### config.mk
export PLATFORM = sky130hd
export DESIGN_NAME = zx_core_top
export DESIGN_NICKNAME = d
export VERILOG_FILES = /design/src/hw/zx_pkg.sv /design/src/hw/reset_stretch.sv /design/src/hw/z80_bus_sync.sv /design/src/hw/ula_ports.sv /design/src/hw/mem_pager.sv /design/src/hw/dos_ctl.sv /design/src/hw/covox_dac.sv /design/src/hw/zx_core_top.sv
export SDC_FILE = /design/constraint.sdc
export NUM_CORES = 1
export LEC_CHECK = 0
export BUFFER_PORTS_ARGS = -buffer_cell sky130_fd_sc_hd__buf_2
export CAP_MARGIN = 20
export CORE_MARGIN = 1
export CORE_UTILIZATION = 30
export DETAILED_ROUTE_END_ITERATION = 16
export SYNTH_ARGS = -nofsm -noshare
export SYNTH_HDL_FRONTEND = slang
export SYNTH_SLANG_ARGS = --single-unit
### constraint.sdc
create_clock -name fclk -period 2.8 [get_ports fclk]
set_input_delay 0.84 -clock fclk [delete_from_list [all_inputs] [get_ports fclk]]
set_output_delay 0.84 -clock fclk [all_outputs]
set_load 0.02 [all_outputs]
### src/hw/zx_pkg.sv
package zx_pkg;

	//////////////////////////////////////////////////
	// widths
	//////////////////////////////////////////////////

	localparam int unsigned RAM_PAGE_W = 3;
	localparam int unsigned BORDER_W   = 3;

	//////////////////////////////////////////////////
	// port addresses
	//////////////////////////////////////////////////

	// ula and covox decode on the low byte only
	localparam logic [7:0]  PORT_FE_LO = 8'hFE;
	localparam logic [7:0]  PORT_FB_LO = 8'hFB;

	// paging port is fully decoded
	localparam logic [15:0] PORT_7FFD  = 16'h7FFD;

	// bit positions inside written bytes
	localparam int unsigned FE_BEEP_BIT    = 4;
	localparam int unsigned P7FFD_ROM_BIT  = 4;
	localparam int unsigned P7FFD_LOCK_BIT = 5;

	//////////////////////////////////////////////////
	// memory map
	//////////////////////////////////////////////////

	// fixed ram in 0x4000 and 0x8000 windows
	localparam logic [RAM_PAGE_W-1:0] PAGE_WIN1 = 3'd5;
	localparam logic [RAM_PAGE_W-1:0] PAGE_WIN2 = 3'd2;

	// m1 in 0x3Dxx enters trdos
	localparam logic [7:0] TRDOS_HI = 8'h3D;

	// one synchronized z80 bus event
	typedef struct packed {
		logic        io_wr;
		logic        m1_fetch;
		logic [15:0] addr;
		logic [7:0]  data;
	} z80_evt_t;

	// mapping of the current address
	typedef struct packed {
		logic                  is_rom;
		logic [1:0]            rom_page;
		logic [RAM_PAGE_W-1:0] ram_page;
	} mem_sel_t;

endpackage

### src/hw/reset_stretch.sv
module reset_stretch
#(
	parameter int unsigned RST_CNT_SIZE = 4
)
(
	input  logic fclk,
	input  logic rst,
	output logic core_rst
);

	logic [RST_CNT_SIZE-1:0] cnt;

	// reload while rst is up, then count down to zero
	// core_rst drops one cycle after the count is spent
	always_ff @(posedge fclk)
	begin
		if (rst)
		begin
			cnt      <= '1;
			core_rst <= 1'b1;
		end
		else if (cnt != '0)
		begin
			cnt <= cnt - 1'b1;
		end
		else
		begin
			core_rst <= 1'b0;
		end
	end

endmodule

### src/hw/z80_bus_sync.sv
module z80_bus_sync
#(
	parameter int unsigned SYNC_STAGES = 2
)
(
	input  logic             fclk,
	input  logic             core_rst,
	input  logic             iorq_n,
	input  logic             mreq_n,
	input  logic             rd_n,
	input  logic             wr_n,
	input  logic             m1_n,
	input  logic [15:0]      a,
	input  logic [7:0]       d,
	output zx_pkg::z80_evt_t evt
);

	logic [4:0]  strb_q [SYNC_STAGES];
	logic [23:0] bus_q  [SYNC_STAGES];

	logic iorq_s, mreq_s, rd_s, wr_s, m1_s;
	logic io_wr_lvl, m1_lvl;
	logic io_wr_prev, m1_prev;
	logic io_wr_q, m1_q;
	logic [15:0] addr_q;
	logic [7:0]  data_q;

	//////////////////////////////////////////////////
	// synchronizer chains
	//////////////////////////////////////////////////

	// strobes idle high
	always_ff @(posedge fclk)
	begin
		if (core_rst)
		begin
			for (int i = 0; i < SYNC_STAGES; i++)
				strb_q[i] <= '1;
		end
		else
		begin
			strb_q[0] <= {iorq_n, mreq_n, rd_n, wr_n, m1_n};
			for (int i = 1; i < SYNC_STAGES; i++)
				strb_q[i] <= strb_q[i-1];
		end
	end

	// address and data follow the same stages
	always_ff @(posedge fclk)
	begin
		bus_q[0] <= {a, d};
		for (int i = 1; i < SYNC_STAGES; i++)
			bus_q[i] <= bus_q[i-1];
	end

	assign {iorq_s, mreq_s, rd_s, wr_s, m1_s} = strb_q[SYNC_STAGES-1];

	assign io_wr_lvl = ~iorq_s & ~wr_s;
	assign m1_lvl    = ~mreq_s & ~m1_s & ~rd_s;

	//////////////////////////////////////////////////
	// one pulse per bus cycle
	//////////////////////////////////////////////////

	always_ff @(posedge fclk)
	begin
		if (core_rst)
		begin
			io_wr_prev <= 1'b0;
			m1_prev    <= 1'b0;
			io_wr_q    <= 1'b0;
			m1_q       <= 1'b0;
		end
		else
		begin
			io_wr_prev <= io_wr_lvl;
			m1_prev    <= m1_lvl;
			io_wr_q    <= io_wr_lvl & ~io_wr_prev;
			m1_q       <= m1_lvl & ~m1_prev;
		end
	end

	always_ff @(posedge fclk)
	begin
		{addr_q, data_q} <= bus_q[SYNC_STAGES-1];
	end

	always_comb
	begin
		evt.io_wr    = io_wr_q;
		evt.m1_fetch = m1_q;
		evt.addr     = addr_q;
		evt.data     = data_q;
	end

endmodule

### src/hw/ula_ports.sv
module ula_ports
(
	input  logic                        fclk,
	input  logic                        core_rst,
	input  zx_pkg::z80_evt_t            evt,
	output logic [zx_pkg::BORDER_W-1:0] border,
	output logic                        beep,
	output logic [7:0]                  covox_smp
);

	import zx_pkg::*;

	logic fe_wr;
	logic fb_wr;

	// high address byte is don't care
	assign fe_wr = evt.io_wr && (evt.addr[7:0] == PORT_FE_LO);
	assign fb_wr = evt.io_wr && (evt.addr[7:0] == PORT_FB_LO);

	//////////////////////////////////////////////////
	// border and beeper on port 0xFE
	//////////////////////////////////////////////////

	always_ff @(posedge fclk)
	begin
		if (core_rst)
		begin
			border <= '0;
			beep   <= 1'b0;
		end
		else if (fe_wr)
		begin
			border <= evt.data[BORDER_W-1:0];
			beep   <= evt.data[FE_BEEP_BIT];
		end
	end

	//////////////////////////////////////////////////
	// covox sample on port 0xFB
	//////////////////////////////////////////////////

	// whole byte goes to the dac
	always_ff @(posedge fclk)
	begin
		if (core_rst)
		begin
			covox_smp <= '0;
		end
		else if (fb_wr)
		begin
			covox_smp <= evt.data;
		end
	end

endmodule

### src/hw/mem_pager.sv
module mem_pager
(
	input  logic             fclk,
	input  logic             core_rst,
	input  zx_pkg::z80_evt_t evt,
	input  logic [15:0]      a,
	input  logic             dos,
	output logic             rom_sel,
	output zx_pkg::mem_sel_t mem_sel,
	output logic             csrom
);

	import zx_pkg::*;

	logic [RAM_PAGE_W-1:0] ram_page_q;
	logic                  lock_q;
	logic                  wr_7ffd;

	//////////////////////////////////////////////////
	// 0x7FFD register
	//////////////////////////////////////////////////

	// full 16-bit decode and no writes once locked
	assign wr_7ffd = evt.io_wr && (evt.addr == PORT_7FFD) && !lock_q;

	always_ff @(posedge fclk)
	begin
		if (core_rst)
		begin
			ram_page_q <= '0;
			rom_sel    <= 1'b0;
			lock_q     <= 1'b0;
		end
		else if (wr_7ffd)
		begin
			ram_page_q <= evt.data[RAM_PAGE_W-1:0];
			rom_sel    <= evt.data[P7FFD_ROM_BIT];
			lock_q     <= evt.data[P7FFD_LOCK_BIT];
		end
	end

	//////////////////////////////////////////////////
	// window mapping
	//////////////////////////////////////////////////

	// unused fields read zero
	always_comb
	begin
		mem_sel = '0;
		case (a[15:14])
			2'd0:
			begin
				mem_sel.is_rom   = 1'b1;
				// dos picks the trdos/basic48 pair
				mem_sel.rom_page = {dos, rom_sel};
			end
			2'd1:
			begin
				mem_sel.ram_page = PAGE_WIN1;
			end
			2'd2:
			begin
				mem_sel.ram_page = PAGE_WIN2;
			end
			default:
			begin
				mem_sel.ram_page = ram_page_q;
			end
		endcase
	end

	assign csrom = mem_sel.is_rom;

endmodule

### src/hw/dos_ctl.sv
module dos_ctl
(
	input  logic             fclk,
	input  logic             core_rst,
	input  zx_pkg::z80_evt_t evt,
	input  logic             rom_sel,
	output logic             dos,
	output logic             dos_n
);

	import zx_pkg::*;

	logic dos_on;
	logic dos_off;

	// entry only from the basic48 rom
	assign dos_on  = evt.m1_fetch && (evt.addr[15:8] == TRDOS_HI) && rom_sel;

	// any fetch outside the rom window leaves dos
	assign dos_off = evt.m1_fetch && (evt.addr[15:14] != 2'b00);

	always_ff @(posedge fclk)
	begin
		if (core_rst)
		begin
			dos <= 1'b0;
		end
		else if (dos_on)
		begin
			dos <= 1'b1;
		end
		else if (dos_off)
		begin
			dos <= 1'b0;
		end
	end

	assign dos_n = ~dos;

endmodule

### src/hw/covox_dac.sv
module covox_dac
(
	input  logic       fclk,
	input  logic       core_rst,
	input  logic [7:0] covox_smp,
	output logic       covox_out
);

	logic [7:0] acc;
	logic [8:0] sum;

	// first order sigma-delta
	// carry density equals sample/256
	assign sum = {1'b0, acc} + {1'b0, covox_smp};

	always_ff @(posedge fclk)
	begin
		if (core_rst)
		begin
			acc       <= '0;
			covox_out <= 1'b0;
		end
		else
		begin
			acc       <= sum[7:0];
			covox_out <= sum[8];
		end
	end

endmodule

### src/hw/zx_core_top.sv
module zx_core_top
#(
	parameter int unsigned RST_CNT_SIZE = 4,
	parameter int unsigned SYNC_STAGES  = 2
)
(
	input  logic                        fclk,
	input  logic                        rst,

	// z80 bus
	input  logic                        iorq_n,
	input  logic                        mreq_n,
	input  logic                        rd_n,
	input  logic                        wr_n,
	input  logic                        m1_n,
	input  logic [15:0]                 a,
	input  logic [7:0]                  d,

	// ula and sound
	output logic [zx_pkg::BORDER_W-1:0] border,
	output logic                        beep,
	output logic                        covox_out,

	// memory select
	output zx_pkg::mem_sel_t            mem_sel,
	output logic                        csrom,
	output logic                        dos_n
);

	import zx_pkg::*;

	logic       core_rst;
	z80_evt_t   evt;
	logic       rom_sel;
	logic       dos;
	logic [7:0] covox_smp;

	reset_stretch #(.RST_CNT_SIZE(RST_CNT_SIZE)) i_reset_stretch
	(
		.fclk     (fclk),
		.rst      (rst),
		.core_rst (core_rst)
	);

	z80_bus_sync #(.SYNC_STAGES(SYNC_STAGES)) i_z80_bus_sync
	(
		.fclk     (fclk),
		.core_rst (core_rst),
		.iorq_n   (iorq_n),
		.mreq_n   (mreq_n),
		.rd_n     (rd_n),
		.wr_n     (wr_n),
		.m1_n     (m1_n),
		.a        (a),
		.d        (d),
		.evt      (evt)
	);

	ula_ports i_ula_ports
	(
		.fclk      (fclk),
		.core_rst  (core_rst),
		.evt       (evt),
		.border    (border),
		.beep      (beep),
		.covox_smp (covox_smp)
	);

	//////////////////////////////////////////////////
	// paging and dos rom
	//////////////////////////////////////////////////

	mem_pager i_mem_pager
	(
		.fclk     (fclk),
		.core_rst (core_rst),
		.evt      (evt),
		.a        (a),
		.dos      (dos),
		.rom_sel  (rom_sel),
		.mem_sel  (mem_sel),
		.csrom    (csrom)
	);

	dos_ctl i_dos_ctl
	(
		.fclk     (fclk),
		.core_rst (core_rst),
		.evt      (evt),
		.rom_sel  (rom_sel),
		.dos      (dos),
		.dos_n    (dos_n)
	);

	covox_dac i_covox_dac
	(
		.fclk      (fclk),
		.core_rst  (core_rst),
		.covox_smp (covox_smp),
		.covox_out (covox_out)
	);

endmodule

# Yosys cells after proc, flatten, opt, wreduce, memory -nomap -nowiden
# Memory sizes are Yosys's and may differ from the RTL's. A register that Yosys moved wholly into a read port is not among the register bits.
# Cells that the tools add are included.
# Widths: inputs -> output; s select.
[word_totals]
elab_cells = 61
inputBits = 31
regBits = 36
out_inout_bits = 13
memories = 2
mem_bits_rw = 58
[classes]
addsub = 2
bitwise_logic = 15
reduce_logical = 12
n_eq_ne = 6
n_mux = 9
[mem_list]
columns = ["name", "depth", "width", "read_ports", "rd_clocked_by_memory_dff", "wr", "line", "rtl"]
rows = [
  ["i_z80_bus_sync.bus_q", 2, 24, 2, 1, 2, "z80_bus_sync.sv:19", "logic [23:0] bus_q [SYNC_STAGES];"],
  ["i_z80_bus_sync.strb_q", 2, 5, 2, 0, 2, "z80_bus_sync.sv:18", "logic [4:0] strb_q [SYNC_STAGES];"],
]
[ops]
columns = ["cell", "n"]
rows = [
  ["$eq 16x15->1 const B", 1],
  ["$eq 8x8->1 const B", 2],
  ["$mux 5", 2],
  ["$add 8x8->9", 1],
  ["$pmux 3 s3", 1],
  ["$eq 8x6->1 const B", 1],
  ["$not 1->1", 8],
  ["$logic_and 1x1->1", 7],
  ["$and 1x1->1", 5],
  ["$mux 1", 5],
  ["$reduce_bool 2->1", 2],
  ["$reduce_bool 4->1", 1],
  ["$sub 4x1->4 const B", 1],
  ["$mux 3", 1],
  ["$eq 2x1->1 const B", 1],
  ["$eq 2x2->1 const B", 1],
  ["$logic_not 2->1", 1],
  ["$or 1x1->1", 2],
  ["$logic_not 1->1", 1],
]

# Logic depth before layout (Yosys ltp)
# Gate-level depths: netlist of run 1.
[depth]
depth_word = 4
ltp_mapped = 6
ltp_nobuf = 6

# Hierarchy
# From an unflattened synthesis of run 1, not the netlist that was laid out.
[unflattened]
hier_cells = 287
hier_area_um2 = 3570.9
[by_module_without_submodules]
columns = ["mod", "cells_each", "area_each_um2", "seq_area_each_um2", "n_inst"]
rows = [
  ["z80_bus_sync", 103, 1834.3, 1721.7, 1],
  ["covox_dac", 61, 580.6, 180.2, 1],
  ["ula_ports", 53, 534.3, 240.2, 1],
  ["mem_pager", 37, 314.1, 100.1, 1],
  ["reset_stretch", 26, 250.2, 100.1, 1],
  ["dos_ctl", 7, 57.6, 20.0, 1],
]

# Worst setup path after synthesis of run 1
# Ideal clock, no wire load.
[synth_timing]
kind = "input-to-output"
startpoint = "input port a[14]"
endpoint = "output port mem_sel[5] (netlist bit)"
cell_stages = 2
path_buffers = 1
arrival_ns = 1.384
slack_ns = 0.576
required_ns = 1.960
path_cell_list = "nor2_1 -> buf_4"
[synth_rtl]
columns = ["item", "line", "rtl"]
rows = [
  ["start: declaration", "zx_core_top.sv:16", "input logic [15:0] a,"],
  ["end: declaration", "zx_core_top.sv:25", "output zx_pkg::mem_sel_t mem_sel,"],
]

==> reports/summary.txt, run 1 <==
CP arrival: 1.34 ns
Hold Buf Count CTS: 0
crit share post-route: 77.95%
final net count: 367
Switch Pwr: 0.0007961 W
top-area cell type share of the netlist area: 69.03%
most numerous cell in the Yosys netlist: dfxtp_1
Worst Hold Path Cells: 0
critical path type: in2out
Post-Route Setup TNS: 0 ns
die area: 11,840 um^2
clk slew on worst S/H paths: 0.05 ns
DR vias/cell: 4.226
Area after DPL: 3797 um^2
actual slew at the worst max-slew pin: 0.6151 ns
Starting Density: 31.16%
First-pass DRT Iterations: 4
Routed Antenna Nets: 0
register area share after synthesis: 69.03%
Core Rows: 38
Setup violations, final: 0
largest net degree at the start of global routing: 28
Die Height: 108.8 um
P_int: 0.002990 W
post-route minimum period: 2.183 ns
number of port buffers: 43
clk sinks: 118
DRC Markers: 0
max cap viols: 0
#FFs+latches synth: 118
worst min-delay path class: reg2reg
Initial DRC Count: 82
Syn Nets: 309
Avg WL per Cell: 11.21 um
Hold Violations, Final: 0
WP data required: 1.96 ns
number of setup buffers added after CTS: 0
core area: 10,980 um^2
Clk Latency, worst-skew pair: 0.40 ns
fin area: 4354 um^2
Slew HR: 58.84%
vias in the first global route: 1,981
Switching Fraction: 21.03%
H-tree depth: 4
most area-consuming cells after synthesis: dfxtp_1, mux2i_1, ha_1
Ys Warns: 0
Ports: 44
All-Layer GR Usage: 10.48%
Cells after Synth: 267
clock tree from TritonCTS: yes
peak supply drop: 0.4260 mV
Num CTS Buffers: 17
DRT Wirelength: 5357 um
unrepaired setup endpoints after global routing: false
WHS: 0.3239 ns
critical path endpoint category: output port
Longest Clk Path Bufs: 2
layout cells sized above 1: 27.51%
Lkg Pwr: 1.802 nW
status: complete, no violations
pins over their slew limit: 0
cells on worst reg2reg path: 6
Synth Area per Inst: 12.82 um^2
combinational power share: 1.3%
Unique masters post-synth: 43
initial antenna violation count: 0
Clock Power Share: 52.2%
Clock Skew: 0.01068 ns
share of flip-flops with an asynchronous set or reset: 0%
CTS Root Cell: clkbuf_16
Final GP Congestion: 0.7362
synth-to-layout area growth: 27.24%
post-CTS sizing: 0
synthesized cell area: 3422 um^2
Main synth FF type: dfxtp_1
Ant. Diodes: 0
Synth area leader: dfxtp_1
commonest cells in the netlist: dfxtp_1, nor2_1, mux2i_1
first-pass GRT wire length: 8990 um
PwrDens: 869.4 nW/um^2
Seq pwr share: 46.5%
Fmax: 458.2 MHz
gr ovfl total: 0
Max FO, Critical Path: 7
DR vias: 2,020
number of flops mapped to enable cells by yosys: 0
CP Launch Type: primary input
die width: 108.8 um
DP Wirelength: 3555 um
[cell families (layout without fill, tap and decap cells)]
family / after synthesis / count (layout) / share of synthesized area [%]
flops: 118 / 118 / 69.03
simple gates: 72 / 72 / 12.94
xor+xnor: 2 / 2 / 0.5120
fa+ha+maj: 11 / 11 / 4.241
buf+inv: 16 / 87 / 1.865
compound gates: 34 / 34 / 7.276
mux: 14 / 14 / 4.131
[cell type report]
cell class                 count  area, um^2
clock inverter                14       127.6
clock buffer                  18       429.2
sequential                   118        2362
inverter                      11       41.29
timing repair buffer          44       222.7
multi-input combinational    133       996.0
fill                        1022        6629
tap                          140       175.2
[power by group through the flow]
stage / Sequential [W] / Combinational (W) / Clock, W
after floorplan: 0.00179 / 0.0000233 / 0
after global placement: 0.00180 / 0.0000474 / 0
after detailed placement: 0.00180 / 0.0000502 / 0
after CTS: 0.00176 / 0.0000506 / 0.00203
after global routing: 0.00177 / 0.0000560 / 0.00212
final: 0.00176 / 0.0000493 / 0.00197
[placed cells by master, fill, tap and decap left out, types with 4 or more instances in the layout]
cell        count
nor2b_1         5
buf_2          43
a211oi_1        6
inv_1          11
mux2i_1        13
dfxtp_1       118
nand2_1         7
o21ai_0         6
nor2_1         21
nand4_1         5
ha_1           10
or2_2          10
clkbuf_16      17
a211o_1         6
clkinvlp_4      4
nor3_1          6
[critical path: stages]
cell	delay, ns
buf_2	0.14
a21boi_0	0.18
buf_2	0.19
[layer usage]
metal  global-route usage (%)  vias to the layer above  share of wire (%)
li1                         -                     1040                  -
met1                    12.98                      907                 49
met2                    14.33                       62                 42
met3                    4.483                       11                6.9
met4                    7.722                        0                2.3
met5                        0                        -                  0
[through the flow]
step                utilization, %  instances  total power [W]  setup WS (ns)
finish                       39.64        478         0.003786         0.6173
detailed placement           34.58        446         0.001848         0.5938
global placement             34.58        446         0.001844         0.6456
CTS                          39.64        478         0.003848         0.5904
floorplan                        -        267         0.001812         0.5760
global route                 39.64        478         0.003946         0.5189
[flip-flops by register name, summed over array words and instances (netlist names)]
signal	flops
i_reset_stretch.cnt	4
i_z80_bus_sync.m1_q	1
i_z80_bus_sync.m1_prev	1
i_mem_pager.rom_sel	1
i_reset_stretch.core_rst	1
i_z80_bus_sync.addr_q	16
i_z80_bus_sync.io_wr_prev	1
i_z80_bus_sync.io_wr_q	1
i_mem_pager.ram_page_q	3
i_ula_ports.border	3
i_covox_dac.acc	8
i_ula_ports.beep	1
i_dos_ctl.dos	1
i_z80_bus_sync.strb_q	10
i_z80_bus_sync.bus_q	48
i_covox_dac.covox_out	1
i_ula_ports.covox_smp	8
i_mem_pager.lock_q	1
i_z80_bus_sync.data_q	8
[final timing paths]
path / slack, ns / end / from
worst max-delay path: 0.62 / mem_sel[2] / a[14]
worst min-delay path: 0.32 / i_z80_bus_sync.data_q[6]$_DFF_P_ / i_z80_bus_sync.bus_q[1][6]$_DFF_P_
worst max register to register: 0.77 / i_covox_dac.covox_out$_SDFF_PP0_ / i_ula_ports.covox_smp[0]$_SDFFE_PP0P_
worst min register to register: 0.32 / i_z80_bus_sync.data_q[6]$_DFF_P_ / i_z80_bus_sync.bus_q[1][6]$_DFF_P_
(Power assumes the default switching activity.)
==> run 2, diff against run 1 <==
==> constraint.sdc (replaced) <==
create_clock -name fclk -period 2.3 [get_ports fclk]
set_input_delay 0.69 -clock fclk [delete_from_list [all_inputs] [get_ports fclk]]
set_output_delay 0.69 -clock fclk [all_outputs]
set_load 0.02 [all_outputs]
==> reports/summary.txt, run 2 (synthesis gave the netlist of run 1 again) <==
status: complete, no violations (unchanged)
CTS Root Cell: clkbuf_16 (unchanged)
WP data required: 2.59 ns (was 1.96 ns)
Fill cells: 1,026 (was 1,022)
gr ovfl total: 0 (unchanged)
unrepaired setup endpoints after global routing: false (unchanged)
DRT Wirelength: 5337 um (was 5357 um)
CP arrival: 2.31 ns (was 1.34 ns)
final net count: 367 (unchanged)
Core Rows: 38 (unchanged)
First-pass DRT Iterations: 4 (unchanged)
GR met3 Demand/Resource: 5.140% (was 4.483%)
max cap viols: 0 (unchanged)
Clk Latency, worst-skew pair: 0.40 ns (about the same)
die width: 108.8 um (unchanged)
number of setup buffers added after CTS: 0 (unchanged)
Longest Clk Path Bufs: 2 (unchanged)
Initial DRC Count: 72 (was 82)
critical path endpoint category: flop (was output port)
gr busiest metal: met2 (unchanged)
Avg WL per Cell: 11.19 um (was 11.21 um)
critical path type: reg2reg (was in2out)
Fmax: 497.0 MHz
Lkg Pwr: 1.832 nW (was 1.802 nW)
critical path startpoint: i_ula_ports.covox_smp[0]$_SDFFE_PP0P_ (was a[14])
PwrDens: 1097 nW/um^2 (was 869.4 nW/um^2)
All-Layer GR Usage: 10.47% (was 10.48%)
Biggest register: i_z80_bus_sync.bus_q (unchanged)
pins over their slew limit: 0 (unchanged)
most common cell after layout, fill and taps aside: dfxtp_1 (unchanged)
CP Launch Type: flop (was primary input)
Die Height: 108.8 um (unchanged)
fin util: 40.00% (was 39.64%)
cells on worst reg2reg path: 6 (unchanged)
DR vias: 1,970 (was 2,020)
Post-Route Setup TNS: 0 ns (unchanged)
core area: 10,980 um^2 (unchanged)
peak supply drop: 0.6433 mV (was 0.4260 mV)
Tot Pwr: 0.004817 W (was 0.003786 W)
clk slew on worst S/H paths: 0.05 ns (about the same)
clk sinks: 118 (unchanged)
sequential cell area: 2362 um^2 (unchanged)
worst min-delay path class: reg2reg (unchanged)
H-tree depth: 4 (unchanged)
max FFs per register: 48 (unchanged)
Setup violations, final: 0 (unchanged)
R2R Path End: i_covox_dac.covox_out$_SDFF_PP0_ (unchanged)
Ports: 44 (unchanged)
met1 Track Usage GR: 13.23% (was 12.98%)
Hold Buf Count CTS: 0 (unchanged)
Num CTS Buffers: 17 (unchanged)
vias in the first global route: 1,880 (was 1,981)
Max FO, Critical Path: 3 (was 7)
crit share post-route: 87.48%
post-route minimum period: 2.012 ns
M2 GR Usage: 13.47% (was 14.33%)
actual slew at the worst max-slew pin: 0.5860 ns (was 0.6151 ns)
Area after DPL: 3797 um^2 (unchanged)
Final GP Congestion: 0.7406 (was 0.7362)
clock tree from TritonCTS: yes (unchanged)
post-CTS sizing: 0 (unchanged)
Hold Violations, Final: 0 (unchanged)
layout cells sized above 1: 27.30% (was 27.51%)
Ant. Diodes: 0 (unchanged)
die area: 11,840 um^2 (unchanged)
most frequent cells in the layout: dfxtp_1, buf_2, nor2_1, clkbuf_16, mux2i_1 (unchanged)
Reg2Reg Setup Slack: 0.29 ns (was 0.77 ns)
largest net degree at the start of global routing: 29 (was 28)
Starting Density: 31.16% (unchanged)
DR vias/cell: 4.130 (was 4.226)
Critical path destination: i_covox_dac.covox_out$_SDFF_PP0_ (was mem_sel[2])
initial antenna violation count: 0 (unchanged)
fin area: 4393 um^2 (was 4354 um^2)
Clock Skew: 0.007707 ns (was 0.01068 ns)
Slew HR: 60.79% (was 58.84%)
DP Wirelength: 3538 um (was 3555 um)
area of the multi-input gates: 996.0 um^2 (unchanged)
first-pass GRT wire length: 8763 um (was 8990 um)
Routed Antenna Nets: 0 (unchanged)
DRC Markers: 0 (unchanged)
number of port buffers: 43 (unchanged)
synth-to-layout area growth: 28.37% (was 27.24%)
origin of the critical flop-to-flop path: i_ula_ports.covox_smp[0]$_SDFFE_PP0P_ (unchanged)
run 2: cell types whose count changed in the layout (fill, tap and decap cells not counted):
cell	delta
clkinvlp_4	-3
clkinv_2	+1
clkbuf_8	+1
inv_6	-1
clkinv_4	-1
bufinv_16	+2
run 2: how the worst min path moves through the flow:
stage                                                   start                             endpoint  cells past startpoint
after global routing      i_z80_bus_sync.bus_q[1][10]$_DFF_P_     i_z80_bus_sync.addr_q[2]$_DFF_P_                      0
after CTS                 i_z80_bus_sync.bus_q[1][15]$_DFF_P_     i_z80_bus_sync.addr_q[7]$_DFF_P_                      0
after floorplan            i_z80_bus_sync.bus_q[1][8]$_DFF_P_     i_z80_bus_sync.addr_q[0]$_DFF_P_                      0
final                     i_z80_bus_sync.bus_q[1][15]$_DFF_P_     i_z80_bus_sync.addr_q[7]$_DFF_P_                      0
after detailed placement  i_z80_bus_sync.bus_q[0][10]$_DFF_P_  i_z80_bus_sync.bus_q[1][10]$_DFF_P_                      0
after global placement    i_z80_bus_sync.bus_q[0][18]$_DFF_P_  i_z80_bus_sync.bus_q[1][18]$_DFF_P_                      0
run 2: final cells by class:
type / instances / share of cell area [%]
Sequential cell: 118 / 53.77
Multi-Input combinational cell: 133 / 22.67
Clock buffer: 19 / 10.08
Timing Repair Buffer: 44 / 5.070
Tap cell: 140 / 3.987
Clock inverter: 12 / 3.475
Inverter: 11 / 0.9399
run 2: where the power goes:
group	total (W)	switching (W)	leakage [nW]	internal, W
logic	0.0000600	0.0000280	0.559	0.0000320
registers	0.00215	0.0000265	0.979	0.00212
clock network	0.00261	0.000887	0.293	0.00172
run 2: stage by stage:
| stage | cells | hold WS (ns) | worst slack [ns] |
|---|---|---|---|
| floorplan | 267 | 0.3096 | 0.3760 |
| global placement | 446 | 0.3101 | 0.3278 |
| detailed placement | 446 | 0.3121 | 0.3309 |
| CTS | 477 | 0.3237 | 0.2832 |
| global route | 477 | 0.3257 | 0.1550 |
| finish | 477 | 0.3233 | 0.2879 |
run 2: metal layers:
metal	part of all wire, %	wire length, um
met1	51	2717
met2	42	2219
met3	5.4	288
met4	2.1	111
met5	0	0
run 2: worst max-delay path, stage by stage (launching register included):
cell and delay, ns:
dfxtp_1 0.31, ha_1 0.23, fa_1 0.43, a211oi_1 0.31, o21ai_0 0.17, o21ba_2 0.23
o31a_1 0.22
==> run 3, diff against run 2 <==
--- a/config.mk
+++ b/config.mk
@@ -8,8 +8,9 @@
 export BUFFER_PORTS_ARGS = -buffer_cell sky130_fd_sc_hd__buf_2
 export CAP_MARGIN = 20
 export CORE_MARGIN = 1
-export CORE_UTILIZATION = 30
+export CORE_UTILIZATION = 50
 export DETAILED_ROUTE_END_ITERATION = 16
+export PLACE_DENSITY = 0.71
 export SYNTH_ARGS = -nofsm -noshare
 export SYNTH_HDL_FRONTEND = slang
 export SYNTH_SLANG_ARGS = --single-unit
==> reports/summary.txt, run 3 (synthesis gave the netlist of run 1 again) <==
All-Layer GR Usage: 16.08% (was 10.47%)
post-route minimum period: 2.015 ns (was 2.012 ns)
die width: 84.73 um (was 108.8 um)
die area: 7179 um^2 (was 11,840 um^2)
Fill cells: 511 (was 1,026)
M2 GR Usage: 24.61% (was 13.47%)
Num CTS Buffers: 17 (unchanged)
Core Rows: 29 (was 38)
WP data required: 2.69 ns (was 2.59 ns)
synth-to-layout area growth: 24.53% (was 28.37%)
pins over their slew limit: 0 (unchanged)
Clk Latency, worst-skew pair: 0.50 ns (was 0.40 ns)
max FFs per register: 48 (unchanged)
worst min-delay path class: in2reg (was reg2reg)
number of port buffers: 43 (unchanged)
critical path endpoint category: flop (unchanged)
Lkg Pwr: 1.791 nW (was 1.832 nW)
DRT Wirelength: 4996 um (was 5337 um)
Starting Density: 52.69% (was 31.16%)
gr busiest metal: met2 (unchanged)
PwrDens: 1056 nW/um^2 (was 1097 nW/um^2)
CTS Root Cell: clkbuf_8 (was clkbuf_16)
Post-Route Setup TNS: 0 ns (unchanged)
status: complete, no violations (unchanged)
CP max stage delay: 0.44 ns (was 0.43 ns)
critical path startpoint: i_ula_ports.covox_smp[0]$_SDFFE_PP0P_ (unchanged)
Biggest register: i_z80_bus_sync.bus_q (unchanged)
crit share post-route: 87.59% (was 87.48%)
Longest Clk Path Bufs: 2 (unchanged)
Hold Violations, Final: 0 (unchanged)
vias in the first global route: 1,866 (was 1,880)
number of setup buffers added after CTS: 0 (unchanged)
DR vias/cell: 4.771 (was 4.130)
Setup violations, final: 0 (unchanged)
Initial DRC Count: 64 (was 72)
most frequent cells in the layout: dfxtp_1, buf_2, nor2_1, clkbuf_16, mux2i_1 (unchanged)
largest net degree at the start of global routing: 39 (was 29)
CP arrival: 2.40 ns (was 2.31 ns)
Ant. Diodes: 0 (unchanged)
critical path type: reg2reg (unchanged)
Ports: 44 (unchanged)
clk sinks: 118 (unchanged)
Final Non-Filler Cells: 415 (was 477)
WP buf/inv: 0 (unchanged)
clock tree from TritonCTS: yes (unchanged)
H-tree depth: 4 (unchanged)
Area after DPL: 3719 um^2 (was 3797 um^2)
Tot Pwr: 0.004502 W (was 0.004817 W)
critical-path cell list: ha_1 -> fa_1 -> a211oi_1 -> o21ai_0 -> o21ba_2 -> o31a_1 (unchanged)
slowest CP cell: fa_1 (unchanged)
most common cell after layout, fill and taps aside: dfxtp_1 (unchanged)
DRC Markers: 0 (unchanged)
Slew HR: 61.56% (was 60.79%)
post-CTS sizing: 0 (unchanged)
final net count: 367 (unchanged)
unrepaired setup endpoints after global routing: false (unchanged)
actual slew at the worst max-slew pin: 0.5748 ns (was 0.5860 ns)
HP Start: a[6] (was i_z80_bus_sync.bus_q[1][15]$_DFF_P_)
met1 Track Usage GR: 19.21% (was 13.23%)
Routed Antenna Nets: 0 (unchanged)
layout cells sized above 1: 27.51% (was 27.30%)
clk slew on worst S/H paths: 0.06 ns (was 0.05 ns)
core area: 6495 um^2 (was 10,980 um^2)
Avg WL per Cell: 12.04 um (was 11.19 um)
Fmax: 496.4 MHz (was 497.0 MHz)
fin area: 4262 um^2 (was 4393 um^2)
initial antenna violation count: 0 (unchanged)
Die Height: 84.73 um (was 108.8 um)
first-pass GRT wire length: 8521 um (was 8763 um)
gr ovfl total: 0 (unchanged)
peak supply drop: 0.7516 mV (was 0.6433 mV)
Max FO, Critical Path: 3 (unchanged)
DP Wirelength: 3209 um (was 3538 um)
placed cell count: 383 (was 446)
GR met3 Demand/Resource: 7.670% (was 5.140%)
Clock Skew: 0.006065 ns (was 0.007707 ns)
origin of the critical flop-to-flop path: i_ula_ports.covox_smp[0]$_SDFFE_PP0P_ (unchanged)
Final GP Congestion: 0.7358 (was 0.7406)
DR vias: 1,980 (was 1,970)
max cap viols: 0 (unchanged)
Hold Buf Count CTS: 0 (unchanged)
cell family with most CP delay: compound AO/OA/AOI/OAI gates (unchanged)
First-pass DRT Iterations: 6 (was 4)
CP Launch Type: flop (unchanged)
## run 3: changes by cell type in the layout (fill, tap and decap cells not counted)
| cell | previous run | this run |
|---|---|---|
| bufinv_16 | 3 | 0 |
| clkbuf_16 | 17 | 16 |
| clkbuf_8 | 1 | 3 |
| clkinv_2 | 4 | 1 |
| clkinv_4 | 2 | 3 |
| clkinvlp_4 | 1 | 5 |
| inv_8 | 0 | 1 |
## run 3: through the flow
stage | utilization [%] | hold slack [ns] | worst slack (ns)
finish | 65.61 | 0.2883 | 0.2855
global route | 65.61 | 0.2543 | 0.1581
CTS | 65.61 | 0.2641 | 0.2863
detailed placement | 57.25 | 0.3121 | 0.3103
global placement | 57.25 | 0.3122 | 0.3425
floorplan | - | 0.3096 | 0.3760
## run 3: layer usage
layer  part of all wire (%)  up-vias
met5                      0        -
met4                    1.3        0
met3                    4.2        9
met2                     46       38
met1                     48      893
li1                       -     1040
## run 3: worst paths after layout
kind                                          to  slack (ns)  depth (start not counted)
max             i_covox_dac.covox_out$_SDFF_PP0_        0.29                          6
min          i_z80_bus_sync.bus_q[0][14]$_DFF_P_        0.29                          1
min reg2reg     i_z80_bus_sync.data_q[3]$_DFF_P_        0.32                          0
max reg2reg     i_covox_dac.covox_out$_SDFF_PP0_        0.29                          6
## run 3: worst reg2reg max path, delay by kind of cell (launching register included)
family / cells / cell delay, ns
AO/OA/AOI/OAI: 4 / 0.92
flip-flops: 1 / 0.31
adder cells (fa/ha/maj): 2 / 0.67
## run 3: layout make-up
cell class	count	area, um^2	share of cell area, %
multi-input cells	133	996.0	23.37
inverters	11	41.29	0.9689
repair buffers	44	222.7	5.226
clock buffers	20	445.4	10.45
well taps	77	96.34	2.261
flip-flops and latches	118	2362	55.43
clock inverters	12	97.59	2.290
## run 3: power breakdown
| group | internal (W) | total (W) | switching, W |
|---|---|---|---|
| clock network | 0.00139 | 0.00230 | 0.000905 |
| registers | 0.00212 | 0.00214 | 0.0000260 |
| logic | 0.0000320 | 0.0000604 | 0.0000283 |
| total | 0.00354 | 0.00450 | 0.000960 |
